<file path="config.mk">
export PLATFORM = sky130hd
export DESIGN_NAME = rv_core
export DESIGN_NICKNAME = d
export VERILOG_FILES = /design/src/hw/rv_pkg.sv /design/src/hw/rv_fetch.sv /design/src/hw/rv_decoder.sv /design/src/hw/rv_alu.sv /design/src/hw/rv_reg_file.sv /design/src/hw/rv_mem_writeback.sv /design/src/hw/rv_core.sv
export SDC_FILE = /design/constraint.sdc
export NUM_CORES = 2
export LEC_CHECK = 0
export ABC_CLOCK_PERIOD_IN_PS = 10180
export BUFFER_PORTS_ARGS = -buffer_cell sky130_fd_sc_hd__buf_2
export CORE_ASPECT_RATIO = 1.1
export CORE_MARGIN = 5
export CORE_UTILIZATION = 64
export CTS_CLUSTER_DIAMETER = 80
export DETAILED_ROUTE_END_ITERATION = 7
export PLACE_DENSITY_LB_ADDON = 0.25
export SYNTH_ARGS = -nofsm -noshare
export SYNTH_HDL_FRONTEND = slang
export SYNTH_SLANG_ARGS = --single-unit
</file>
<file path="constraint.sdc">
create_clock -name clk -period 10.18 [get_ports clk]
set_clock_uncertainty 0.2 [all_clocks]
set_input_delay 0.509 -clock clk [delete_from_list [all_inputs] [get_ports clk]]
set_output_delay 0.509 -clock clk [all_outputs]
set_load 0.05 [all_outputs]
</file>
<file path="src/hw/rv_pkg.sv">
`default_nettype none

package rv_pkg;

	localparam int XLEN = 32;
	localparam int REG_ADDR_W = 5;
	localparam logic [XLEN-1:0] BOOT_ADDR = '0;

	// Major opcodes in RV32I encoding
	typedef enum logic [6:0] {
		OPC_OP     = 7'b0110011,
		OPC_OP_IMM = 7'b0010011,
		OPC_LUI    = 7'b0110111,
		OPC_LOAD   = 7'b0000011,
		OPC_STORE  = 7'b0100011,
		OPC_BRANCH = 7'b1100011,
		OPC_JAL    = 7'b1101111
	} opcode_e;

	typedef enum logic [3:0] {
		ALU_ADD,
		ALU_SUB,
		ALU_AND,
		ALU_OR,
		ALU_XOR,
		ALU_SLT,
		ALU_SLL,
		ALU_SRL,
		ALU_PASS_B
	} alu_op_e;

	typedef enum logic {
		OPA_RS1,
		OPA_ZERO
	} op_a_sel_e;

	typedef enum logic {
		OPB_RS2,
		OPB_IMM
	} op_b_sel_e;

	typedef enum logic [1:0] {
		BR_NONE,
		BR_EQ,
		BR_NE,
		BR_LT
	} br_cond_e;

	typedef enum logic [1:0] {
		WB_ALU,
		WB_MEM,
		WB_PC4
	} wb_sel_e;

	typedef enum logic [1:0] {
		FS_REQ,
		FS_WAIT_INSTR,
		FS_EXEC
	} fetch_state_e;

endpackage

`default_nettype wire

</file>
<file path="src/hw/rv_fetch.sv">
`timescale 1ns/1ps
`default_nettype none

module rv_fetch
(
	input  wire                      clk,
	input  wire                      arst_n_i,
	input  wire                      imem_ready_i,
	input  wire  [rv_pkg::XLEN-1:0]  imem_rdata_i,
	input  wire                      retire_i,
	input  wire                      branch_taken_i,
	input  wire                      jump_i,
	input  wire  [rv_pkg::XLEN-1:0]  imm_i,
	output logic                     imem_valid_o,
	output logic [rv_pkg::XLEN-1:0]  imem_addr_o,
	output logic [rv_pkg::XLEN-1:0]  instr_o,
	output logic [rv_pkg::XLEN-1:0]  instr_addr_o,
	output logic                     exec_o
);

	rv_pkg::fetch_state_e     state_q;
	logic [rv_pkg::XLEN-1:0]  pc_q;
	logic [rv_pkg::XLEN-1:0]  instr_q;
	logic [rv_pkg::XLEN-1:0]  pc_next;

	// Taken branch or jump goes PC relative
	assign pc_next = (branch_taken_i || jump_i) ? pc_q + imm_i : pc_q + rv_pkg::XLEN'(4);

	always_ff @(posedge clk or negedge arst_n_i)
	begin
		if (!arst_n_i)
		begin
			state_q <= rv_pkg::FS_REQ;
			pc_q    <= rv_pkg::BOOT_ADDR;
		end
		else
		begin
			case (state_q)
				rv_pkg::FS_REQ:
					state_q <= rv_pkg::FS_WAIT_INSTR;
				rv_pkg::FS_WAIT_INSTR:
					if (imem_ready_i)
						state_q <= rv_pkg::FS_EXEC;
				rv_pkg::FS_EXEC:
					if (retire_i)
					begin
						state_q <= rv_pkg::FS_REQ;
						pc_q    <= pc_next;
					end
				default:
					state_q <= rv_pkg::FS_REQ;
			endcase
		end
	end

	// Word held until the instruction retires
	always_ff @(posedge clk)
	begin
		if (state_q == rv_pkg::FS_WAIT_INSTR && imem_ready_i)
			instr_q <= imem_rdata_i;
	end

	assign imem_valid_o = (state_q == rv_pkg::FS_WAIT_INSTR);
	assign imem_addr_o  = pc_q;
	assign instr_o      = instr_q;
	assign instr_addr_o = pc_q;
	assign exec_o       = (state_q == rv_pkg::FS_EXEC);

endmodule

`default_nettype wire

</file>
<file path="src/hw/rv_decoder.sv">
`timescale 1ns/1ps
`default_nettype none

module rv_decoder
(
	input  wire  [rv_pkg::XLEN-1:0]        instr_i,
	output logic [rv_pkg::REG_ADDR_W-1:0]  rs1_addr_o,
	output logic [rv_pkg::REG_ADDR_W-1:0]  rs2_addr_o,
	output logic [rv_pkg::REG_ADDR_W-1:0]  rd_addr_o,
	output logic                           rf_we_o,
	output rv_pkg::alu_op_e                alu_op_o,
	output rv_pkg::op_a_sel_e              op_a_sel_o,
	output rv_pkg::op_b_sel_e              op_b_sel_o,
	output rv_pkg::br_cond_e               br_cond_o,
	output logic [rv_pkg::XLEN-1:0]        imm_o,
	output rv_pkg::wb_sel_e                wb_sel_o,
	output logic                           mem_read_o,
	output logic                           mem_write_o,
	output logic                           jump_o
);

	rv_pkg::opcode_e          opcode;
	logic [2:0]               funct3;
	logic                     funct7_5;
	logic [rv_pkg::XLEN-1:0]  imm_i_type;
	logic [rv_pkg::XLEN-1:0]  imm_s_type;
	logic [rv_pkg::XLEN-1:0]  imm_b_type;
	logic [rv_pkg::XLEN-1:0]  imm_u_type;
	logic [rv_pkg::XLEN-1:0]  imm_j_type;
	logic                     rf_we;

	assign opcode   = rv_pkg::opcode_e'(instr_i[6:0]);
	assign funct3   = instr_i[14:12];
	assign funct7_5 = instr_i[30];

	assign rs1_addr_o = instr_i[19:15];
	assign rs2_addr_o = instr_i[24:20];
	assign rd_addr_o  = instr_i[11:7];

	assign imm_i_type = {{20{instr_i[31]}}, instr_i[31:20]};
	assign imm_s_type = {{20{instr_i[31]}}, instr_i[31:25], instr_i[11:7]};
	assign imm_b_type = {{19{instr_i[31]}}, instr_i[31], instr_i[7], instr_i[30:25],
		instr_i[11:8], 1'b0};
	assign imm_u_type = {instr_i[31:12], 12'b0};
	assign imm_j_type = {{11{instr_i[31]}}, instr_i[31], instr_i[19:12], instr_i[20],
		instr_i[30:21], 1'b0};

	always_comb
	begin
		// Defaults describe a no-op
		rf_we       = 1'b0;
		alu_op_o    = rv_pkg::ALU_PASS_B;
		op_a_sel_o  = rv_pkg::OPA_ZERO;
		op_b_sel_o  = rv_pkg::OPB_IMM;
		br_cond_o   = rv_pkg::BR_NONE;
		imm_o       = imm_i_type;
		wb_sel_o    = rv_pkg::WB_ALU;
		mem_read_o  = 1'b0;
		mem_write_o = 1'b0;
		jump_o      = 1'b0;

		case (opcode)
			rv_pkg::OPC_LUI:
			begin
				rf_we = 1'b1;
				imm_o = imm_u_type;
			end
			rv_pkg::OPC_OP_IMM:
			begin
				op_a_sel_o = rv_pkg::OPA_RS1;
				rf_we      = 1'b1;
				case (funct3)
					3'b000:  alu_op_o = rv_pkg::ALU_ADD;
					3'b010:  alu_op_o = rv_pkg::ALU_SLT;
					3'b100:  alu_op_o = rv_pkg::ALU_XOR;
					3'b110:  alu_op_o = rv_pkg::ALU_OR;
					3'b111:  alu_op_o = rv_pkg::ALU_AND;
					default: rf_we = 1'b0;
				endcase
			end
			rv_pkg::OPC_OP:
			begin
				op_a_sel_o = rv_pkg::OPA_RS1;
				op_b_sel_o = rv_pkg::OPB_RS2;
				rf_we      = 1'b1;
				case ({funct7_5, funct3})
					4'b0_000: alu_op_o = rv_pkg::ALU_ADD;
					4'b1_000: alu_op_o = rv_pkg::ALU_SUB;
					4'b0_111: alu_op_o = rv_pkg::ALU_AND;
					4'b0_110: alu_op_o = rv_pkg::ALU_OR;
					4'b0_100: alu_op_o = rv_pkg::ALU_XOR;
					4'b0_010: alu_op_o = rv_pkg::ALU_SLT;
					4'b0_001: alu_op_o = rv_pkg::ALU_SLL;
					4'b0_101: alu_op_o = rv_pkg::ALU_SRL;
					default:  rf_we = 1'b0;
				endcase
			end
			rv_pkg::OPC_LOAD:
				// Word accesses only
				if (funct3 == 3'b010)
				begin
					op_a_sel_o = rv_pkg::OPA_RS1;
					alu_op_o   = rv_pkg::ALU_ADD;
					rf_we      = 1'b1;
					mem_read_o = 1'b1;
					wb_sel_o   = rv_pkg::WB_MEM;
				end
			rv_pkg::OPC_STORE:
				if (funct3 == 3'b010)
				begin
					op_a_sel_o  = rv_pkg::OPA_RS1;
					alu_op_o    = rv_pkg::ALU_ADD;
					imm_o       = imm_s_type;
					mem_write_o = 1'b1;
				end
			rv_pkg::OPC_BRANCH:
			begin
				imm_o = imm_b_type;
				case (funct3)
					3'b000:  br_cond_o = rv_pkg::BR_EQ;
					3'b001:  br_cond_o = rv_pkg::BR_NE;
					3'b100:  br_cond_o = rv_pkg::BR_LT;
					default: br_cond_o = rv_pkg::BR_NONE;
				endcase
			end
			rv_pkg::OPC_JAL:
			begin
				imm_o    = imm_j_type;
				jump_o   = 1'b1;
				rf_we    = 1'b1;
				wb_sel_o = rv_pkg::WB_PC4;
			end
			default:
				rf_we = 1'b0;
		endcase
	end

	// x0 is never written
	assign rf_we_o = rf_we && (rd_addr_o != '0);

endmodule

`default_nettype wire

</file>
<file path="src/hw/rv_alu.sv">
`timescale 1ns/1ps
`default_nettype none

module rv_alu
(
	input  var rv_pkg::alu_op_e      alu_op_i,
	input  var rv_pkg::op_a_sel_e    op_a_sel_i,
	input  var rv_pkg::op_b_sel_e    op_b_sel_i,
	input  var rv_pkg::br_cond_e     br_cond_i,
	input  wire  [rv_pkg::XLEN-1:0]  rs1_data_i,
	input  wire  [rv_pkg::XLEN-1:0]  rs2_data_i,
	input  wire  [rv_pkg::XLEN-1:0]  imm_i,
	output logic [rv_pkg::XLEN-1:0]  alu_result_o,
	output logic                     branch_taken_o
);

	logic [rv_pkg::XLEN-1:0]  operand_a;
	logic [rv_pkg::XLEN-1:0]  operand_b;
	logic                     less_than;

	assign operand_a = (op_a_sel_i == rv_pkg::OPA_ZERO) ? '0 : rs1_data_i;
	assign operand_b = (op_b_sel_i == rv_pkg::OPB_IMM) ? imm_i : rs2_data_i;
	assign less_than = $signed(operand_a) < $signed(operand_b);

	always_comb
	begin
		case (alu_op_i)
			rv_pkg::ALU_ADD:    alu_result_o = operand_a + operand_b;
			rv_pkg::ALU_SUB:    alu_result_o = operand_a - operand_b;
			rv_pkg::ALU_AND:    alu_result_o = operand_a & operand_b;
			rv_pkg::ALU_OR:     alu_result_o = operand_a | operand_b;
			rv_pkg::ALU_XOR:    alu_result_o = operand_a ^ operand_b;
			rv_pkg::ALU_SLT:    alu_result_o = {{(rv_pkg::XLEN-1){1'b0}}, less_than};
			rv_pkg::ALU_SLL:    alu_result_o = operand_a << operand_b[4:0];
			rv_pkg::ALU_SRL:    alu_result_o = operand_a >> operand_b[4:0];
			default:            alu_result_o = operand_b;
		endcase
	end

	// Compare always uses the register values
	always_comb
	begin
		case (br_cond_i)
			rv_pkg::BR_EQ: branch_taken_o = (rs1_data_i == rs2_data_i);
			rv_pkg::BR_NE: branch_taken_o = (rs1_data_i != rs2_data_i);
			rv_pkg::BR_LT: branch_taken_o = $signed(rs1_data_i) < $signed(rs2_data_i);
			default:       branch_taken_o = 1'b0;
		endcase
	end

endmodule

`default_nettype wire

</file>
<file path="src/hw/rv_reg_file.sv">
`timescale 1ns/1ps
`default_nettype none

module rv_reg_file
(
	input  wire                            clk,
	input  wire                            arst_n_i,
	input  wire  [rv_pkg::REG_ADDR_W-1:0]  rs1_addr_i,
	input  wire  [rv_pkg::REG_ADDR_W-1:0]  rs2_addr_i,
	input  wire  [rv_pkg::REG_ADDR_W-1:0]  rd_addr_i,
	input  wire                            rd_we_i,
	input  wire  [rv_pkg::XLEN-1:0]        rd_data_i,
	output logic [rv_pkg::XLEN-1:0]        rs1_data_o,
	output logic [rv_pkg::XLEN-1:0]        rs2_data_o
);

	logic [rv_pkg::XLEN-1:0] regs_q [2**rv_pkg::REG_ADDR_W];

	always_ff @(posedge clk or negedge arst_n_i)
	begin
		if (!arst_n_i)
		begin
			for (int i = 0; i < 2**rv_pkg::REG_ADDR_W; i++)
				regs_q[i] <= '0;
		end
		else if (rd_we_i && rd_addr_i != '0)
			regs_q[rd_addr_i] <= rd_data_i;
	end

	// x0 reads as zero
	assign rs1_data_o = (rs1_addr_i == '0) ? '0 : regs_q[rs1_addr_i];
	assign rs2_data_o = (rs2_addr_i == '0) ? '0 : regs_q[rs2_addr_i];

endmodule

`default_nettype wire

</file>
<file path="src/hw/rv_mem_writeback.sv">
`timescale 1ns/1ps
`default_nettype none

module rv_mem_writeback
(
	input  wire                      clk,
	input  wire                      arst_n_i,
	input  wire                      exec_i,
	input  wire                      mem_read_i,
	input  wire                      mem_write_i,
	input  wire                      rf_we_i,
	input  var rv_pkg::wb_sel_e      wb_sel_i,
	input  wire  [rv_pkg::XLEN-1:0]  alu_result_i,
	input  wire  [rv_pkg::XLEN-1:0]  rs2_data_i,
	input  wire  [rv_pkg::XLEN-1:0]  instr_addr_i,
	input  wire                      dmem_ready_i,
	input  wire  [rv_pkg::XLEN-1:0]  dmem_rdata_i,
	output logic                     dmem_valid_o,
	output logic                     dmem_write_o,
	output logic [rv_pkg::XLEN-1:0]  dmem_addr_o,
	output logic [rv_pkg::XLEN-1:0]  dmem_wdata_o,
	output logic                     rd_we_o,
	output logic [rv_pkg::XLEN-1:0]  rd_data_o,
	output logic                     retire_o
);

	logic mem_access;
	logic req_done_q;
	logic handshake;

	assign mem_access = mem_read_i || mem_write_i;
	assign handshake  = dmem_valid_o && dmem_ready_i;

	// One transfer per instruction
	always_ff @(posedge clk or negedge arst_n_i)
	begin
		if (!arst_n_i)
			req_done_q <= 1'b0;
		else if (!exec_i)
			req_done_q <= 1'b0;
		else if (handshake)
			req_done_q <= 1'b1;
	end

	// Address and data stay put while EXEC holds the instruction
	assign dmem_valid_o = exec_i && mem_access && !req_done_q;
	assign dmem_write_o = exec_i && mem_write_i;
	assign dmem_addr_o  = alu_result_i;
	assign dmem_wdata_o = rs2_data_i;

	assign retire_o = exec_i && (mem_access ? handshake : 1'b1);
	assign rd_we_o  = rf_we_i && retire_o;

	always_comb
	begin
		case (wb_sel_i)
			rv_pkg::WB_MEM: rd_data_o = dmem_rdata_i;
			rv_pkg::WB_PC4: rd_data_o = instr_addr_i + rv_pkg::XLEN'(4);
			default:        rd_data_o = alu_result_i;
		endcase
	end

endmodule

`default_nettype wire

</file>
<file path="src/hw/rv_core.sv">
`timescale 1ns/1ps
`default_nettype none

module rv_core
(
	input  wire                      clk,
	input  wire                      arst_n_i,

	// Instruction memory
	output logic                     imem_valid_o,
	input  wire                      imem_ready_i,
	output logic [rv_pkg::XLEN-1:0]  imem_addr_o,
	input  wire  [rv_pkg::XLEN-1:0]  imem_rdata_i,

	// Data memory
	output logic                     dmem_valid_o,
	input  wire                      dmem_ready_i,
	output logic                     dmem_write_o,
	output logic [rv_pkg::XLEN-1:0]  dmem_addr_o,
	output logic [rv_pkg::XLEN-1:0]  dmem_wdata_o,
	input  wire  [rv_pkg::XLEN-1:0]  dmem_rdata_i
);

	logic [rv_pkg::XLEN-1:0]        instr;
	logic [rv_pkg::XLEN-1:0]        instr_addr;
	logic                           exec;
	logic                           retire;

	logic [rv_pkg::REG_ADDR_W-1:0]  rs1_addr;
	logic [rv_pkg::REG_ADDR_W-1:0]  rs2_addr;
	logic [rv_pkg::REG_ADDR_W-1:0]  rd_addr;
	logic                           rf_we;
	logic [rv_pkg::XLEN-1:0]        rs1_data;
	logic [rv_pkg::XLEN-1:0]        rs2_data;
	logic                           rd_we;
	logic [rv_pkg::XLEN-1:0]        rd_data;

	rv_pkg::alu_op_e                alu_op;
	rv_pkg::op_a_sel_e              op_a_sel;
	rv_pkg::op_b_sel_e              op_b_sel;
	rv_pkg::br_cond_e               br_cond;
	rv_pkg::wb_sel_e                wb_sel;
	logic [rv_pkg::XLEN-1:0]        imm;
	logic                           mem_read;
	logic                           mem_write;
	logic                           jump;

	logic [rv_pkg::XLEN-1:0]        alu_result;
	logic                           branch_taken;

	rv_fetch fetch
	(
		.clk            (clk),
		.arst_n_i       (arst_n_i),
		.imem_ready_i   (imem_ready_i),
		.imem_rdata_i   (imem_rdata_i),
		.retire_i       (retire),
		.branch_taken_i (branch_taken),
		.jump_i         (jump),
		.imm_i          (imm),
		.imem_valid_o   (imem_valid_o),
		.imem_addr_o    (imem_addr_o),
		.instr_o        (instr),
		.instr_addr_o   (instr_addr),
		.exec_o         (exec)
	);

	rv_decoder decoder
	(
		.instr_i     (instr),
		.rs1_addr_o  (rs1_addr),
		.rs2_addr_o  (rs2_addr),
		.rd_addr_o   (rd_addr),
		.rf_we_o     (rf_we),
		.alu_op_o    (alu_op),
		.op_a_sel_o  (op_a_sel),
		.op_b_sel_o  (op_b_sel),
		.br_cond_o   (br_cond),
		.imm_o       (imm),
		.wb_sel_o    (wb_sel),
		.mem_read_o  (mem_read),
		.mem_write_o (mem_write),
		.jump_o      (jump)
	);

	rv_alu alu
	(
		.alu_op_i       (alu_op),
		.op_a_sel_i     (op_a_sel),
		.op_b_sel_i     (op_b_sel),
		.br_cond_i      (br_cond),
		.rs1_data_i     (rs1_data),
		.rs2_data_i     (rs2_data),
		.imm_i          (imm),
		.alu_result_o   (alu_result),
		.branch_taken_o (branch_taken)
	);

	rv_reg_file reg_file
	(
		.clk        (clk),
		.arst_n_i   (arst_n_i),
		.rs1_addr_i (rs1_addr),
		.rs2_addr_i (rs2_addr),
		.rd_addr_i  (rd_addr),
		.rd_we_i    (rd_we),
		.rd_data_i  (rd_data),
		.rs1_data_o (rs1_data),
		.rs2_data_o (rs2_data)
	);

	rv_mem_writeback mem_writeback
	(
		.clk          (clk),
		.arst_n_i     (arst_n_i),
		.exec_i       (exec),
		.mem_read_i   (mem_read),
		.mem_write_i  (mem_write),
		.rf_we_i      (rf_we),
		.wb_sel_i     (wb_sel),
		.alu_result_i (alu_result),
		.rs2_data_i   (rs2_data),
		.instr_addr_i (instr_addr),
		.dmem_ready_i (dmem_ready_i),
		.dmem_rdata_i (dmem_rdata_i),
		.dmem_valid_o (dmem_valid_o),
		.dmem_write_o (dmem_write_o),
		.dmem_addr_o  (dmem_addr_o),
		.dmem_wdata_o (dmem_wdata_o),
		.rd_we_o      (rd_we),
		.rd_data_o    (rd_data),
		.retire_o     (retire)
	);

endmodule

`default_nettype wire

</file>
==> flow_summary_export.csv <==
group,metric,value,unit
status,status,"complete, but fails checks",
status,violations,"DRC, capacitance limit, slew limit",
setup_path,cp-end-kind,"primary output",
die,die_w,337,um
clock_network,clkTransAtPathRegs,0.06,ns
logic_synthesis,synth_top_area_share,35.3,%
timing,post-route-min-period,10.04,ns
global_routing,grt_max_degree,182,
timing,finalWorstSetupSlack,0.141,ns
final_layout,fin_util,69.7,%
setup_path,critical_path_peak_fanout,32,
timing,tightest_slew,1.55,ns
setup_path,crit_chain,"buf_4 -> mux4_2 -> mux4_2 -> nand2b_1 -> a21o_1 -> o21ai_0 -> ha_1 -> or4_1 -> or4_1 -> a211o_1 -> and2_0 -> o211ai_1 -> a21oi_1 -> a2111oi_2 -> buf_4 -> nor2_1 -> buf_2",
setup_path,worst-setup-path-type,"flip-flop to primary output",
power,p_leak,35.1,nW
clock_network,post_cts_resized,0,
timing,grt_setup_unrepaired,"false",
logic_synthesis,synth_cells,6953,
logic_synthesis,synthFlopType,"dfrtp_1",
final_layout,n_fill_cell,7955,
global_routing,antenna_found_initial,22,
place,place_congestion,1.12,
power,p_seq_share,40.8,%
clock_network,cts.sinks,1091,
clock_network,postCtsSetupBuffers,0,
setup_path,r2r_slack,0.97,ns
place,port_buffers,166,
timing,fmax,99.6,MHz
timing,drv_slew,10,
global_routing,gr-total-overflow,0,
die,dieArea,0.124,mm^2
global_routing,grt_pass1_vias,66100,
setup_path,required,9.47,ns
detailed_routing,wirelength,331,mm
logic_synthesis,ys_seq_area_share,36.6,%
logic_synthesis,ys_types,119,
final_layout,multi_input_area,0.0439,mm^2
die,initial_core_util,64.6,%
clock_network,cts-root-buf,"clkbuf_16",
logic_synthesis,yosysTopAreaCell,"dfrtp_1",
detailed_routing,wl_per_cell,39.2,um
timing,finalSetupViolCount,0,
place,dpl_worst_slack,1.63,ns
detailed_routing,viasPerCell,8.04,
final_layout,seq_area,0.0275,mm^2
logic_synthesis,async_flop_share,97.1,%
timing,slew_headroom,-3.12,%
power,p_clk_share,40.2,%
timing,hold_viol,0,
job,cap_violations,1,
logic_synthesis,ys_ff_latch,1091,
setup_path,cp_slowest_stage_delay,1.39,ns
clock_network,cts_hold_buf,35,
final_layout,areaGrowthSynthToFinish,7.98,%
die,core,0.116,mm^2
detailed_routing,vias,67900,
global_routing,grt_pass1_wl,473,mm
clock_network,cts_buffers,113,
global_routing,track_usage,52.5,%
die,rows,131,
final_layout,drive_gt1_share,26.5,%
min_path,hold_path_class,"input port to async pin",
logic_synthesis,avgSynthCellArea,10.8,um^2
setup_path,cp-start-kind,"flip-flop",
detailed_routing,drtIter0Drc,11800,
power,pwr-share-comb,19.0,%
logic_synthesis,yosysWarnings,0,
clock_network,clk_latency,0.79,ns
clock_network,cts_tree,"done",
power,power,0.0111,W
die,io_pins,167,
detailed_routing,first_pass_iters,8,
power,p_int,0.00754,W
place,hpwl,222,mm
logic_synthesis,synthTopCellsByArea,"dfrtp_1 (35%), mux4_2 (16%), mux2_2 (7.8%)",
timing,period_share,98.6,%
power,vdd_drop_max,0.176,mV
setup_path,arrival,9.33,ns
power,p_switching,0.00352,W
logic_synthesis,syn_nets,7191,
final_layout,layout.nets,7043,
detailed_routing,ant_nets,0,
clock_network,cts_max_path_buffers,3,
logic_synthesis,netlist_area,0.0751,mm^2
clock_network,htreeDepth,3,
detailed_routing,drc,2,
timing,tns,0,ns
logic_synthesis,synth-edff-count,32,
power,p_per_area,136,mW/mm^2
die,die_h,369,um
power,swShare,31.8,%
setup_path,slowest_stage,"edfxtp_1",
==> metal layers <==
layer / vias to the layer above / track usage, % / wire length (um)
met4: 22 / 43.0 / 36500
met2: 6677 / 73.6 / 136000
met5: - / 0 / 175
met3: 1988 / 20.2 / 50700
li1: 26100 / - / -
met1: 33100 / 64.6 / 108000
==> power groups by stage <==
stage,clock (W),combinational (W),sequential [W]
floorplan,0,0.00125,0.00461
global placement,0,0.00197,0.00458
detailed placement,0,0.00198,0.00458
CTS,0.00442,0.00201,0.00451
global route,0.00462,0.00216,0.00451
finish,0.00444,0.00210,0.00451
==> kinds of logic (layout without fill, tap and decap cells) <==
kind of cell / after synthesis / in the layout / share of synthesized area (%)
AND/OR/NAND/NOR: 1576 / 1576 / 9.77
AO/OA/AOI/OAI: 1798 / 1798 / 15.6
other: 0 / 15 / 0
buffers and inverters: 868 / 816 / 5.79
XOR/XNOR: 77 / 77 / 0.899
adder cells (fa/ha/maj): 170 / 170 / 2.86
multiplexers: 1373 / 1373 / 28.5
flip-flops: 1091 / 1091 / 36.6
==> per-stage QoR <==
step	instances	area, um^2	hold slack [ns]
detailed placement	8183	76700	0.167
global placement	8183	76700	0.161
finish	8445	81000	0.0853
floorplan	6953	75100	0.0134
CTS	8429	81000	0.112
global route	8430	81000	0.143
==> registers in the layout (all words and copies together) (netlist names) <==
name,count
mem_writeback.req_done_q,1
fetch.instr_o,32
fetch.imem_addr_o,32
fetch.state_q,2
reg_file.regs_q,1024
==> worst paths after layout <==
kind	startpoint	to	cells after the start
max	fetch.instr_o[21]	dmem_addr_o[14]	17
min	arst_n_i	fetch.imem_addr_o[8]	2
max reg2reg	fetch.instr_o[21]	reg_file.regs_q[352]	18
min reg2reg	reg_file.regs_q[1019]	reg_file.regs_q[1019]	0
max in group asynchronous	arst_n_i	reg_file.regs_q[380]	4
min in group clk	reg_file.regs_q[1019]	reg_file.regs_q[1019]	0
==> synthesized netlist by cell type, drive strengths merged, types with 32 or more instances <==
| cell | n |
|---|---|
| buf | 284 |
| nor3 | 210 |
| a221oi | 44 |
| o211ai | 50 |
| xnor2 | 57 |
| nand3 | 140 |
| nand2b | 34 |
| a22oi | 180 |
| ha | 167 |
| a21o | 63 |
| clkbuf | 390 |
| or2 | 32 |
| mux4 | 558 |
| mux2 | 519 |
| and2 | 32 |
| edfxtp | 32 |
| o21ai | 498 |
| nand2 | 512 |
| dfrtp | 1059 |
| o31ai | 215 |
| nor2 | 414 |
| nand4 | 32 |
| mux2i | 296 |
| inv | 174 |
| nor2b | 35 |
| a21oi | 382 |
| a211oi | 70 |
==> cells in the final DEF (no fill, tap or decap), types with 205 or more instances in the layout <==
cell	synthesis	routed
dfrtp_1	1059	1059
o31ai_1	211	209
mux4_2	549	549
buf_4	67	205
mux2_2	517	517
o21ai_0	463	460
nor2_1	404	367
mux2i_1	295	295
a21oi_1	382	375
nand2_1	511	511
==> critical path, delay by kind of cell (launching register included) <==
family / cells / cell delay (ns)
compound gates: 6 / 2.60
simple gates: 5 / 1.60
flops: 1 / 1.39
buf+inv: 3 / 1.39
mux: 2 / 0.92
fa+ha+maj: 1 / 0.57
==> cell type report <==
type / instances / area share, %
diodes: 15 / 0.0463
clock buffers: 159 / 4.03
clock inverters: 52 / 0.777
inverters: 175 / 0.814
multi-input cells: 4994 / 54.1
flip-flops and latches: 1091 / 33.9
well taps: 1529 / 2.36
repair buffers: 430 / 3.96
Note: power is estimated with default switching activity, not from simulation.
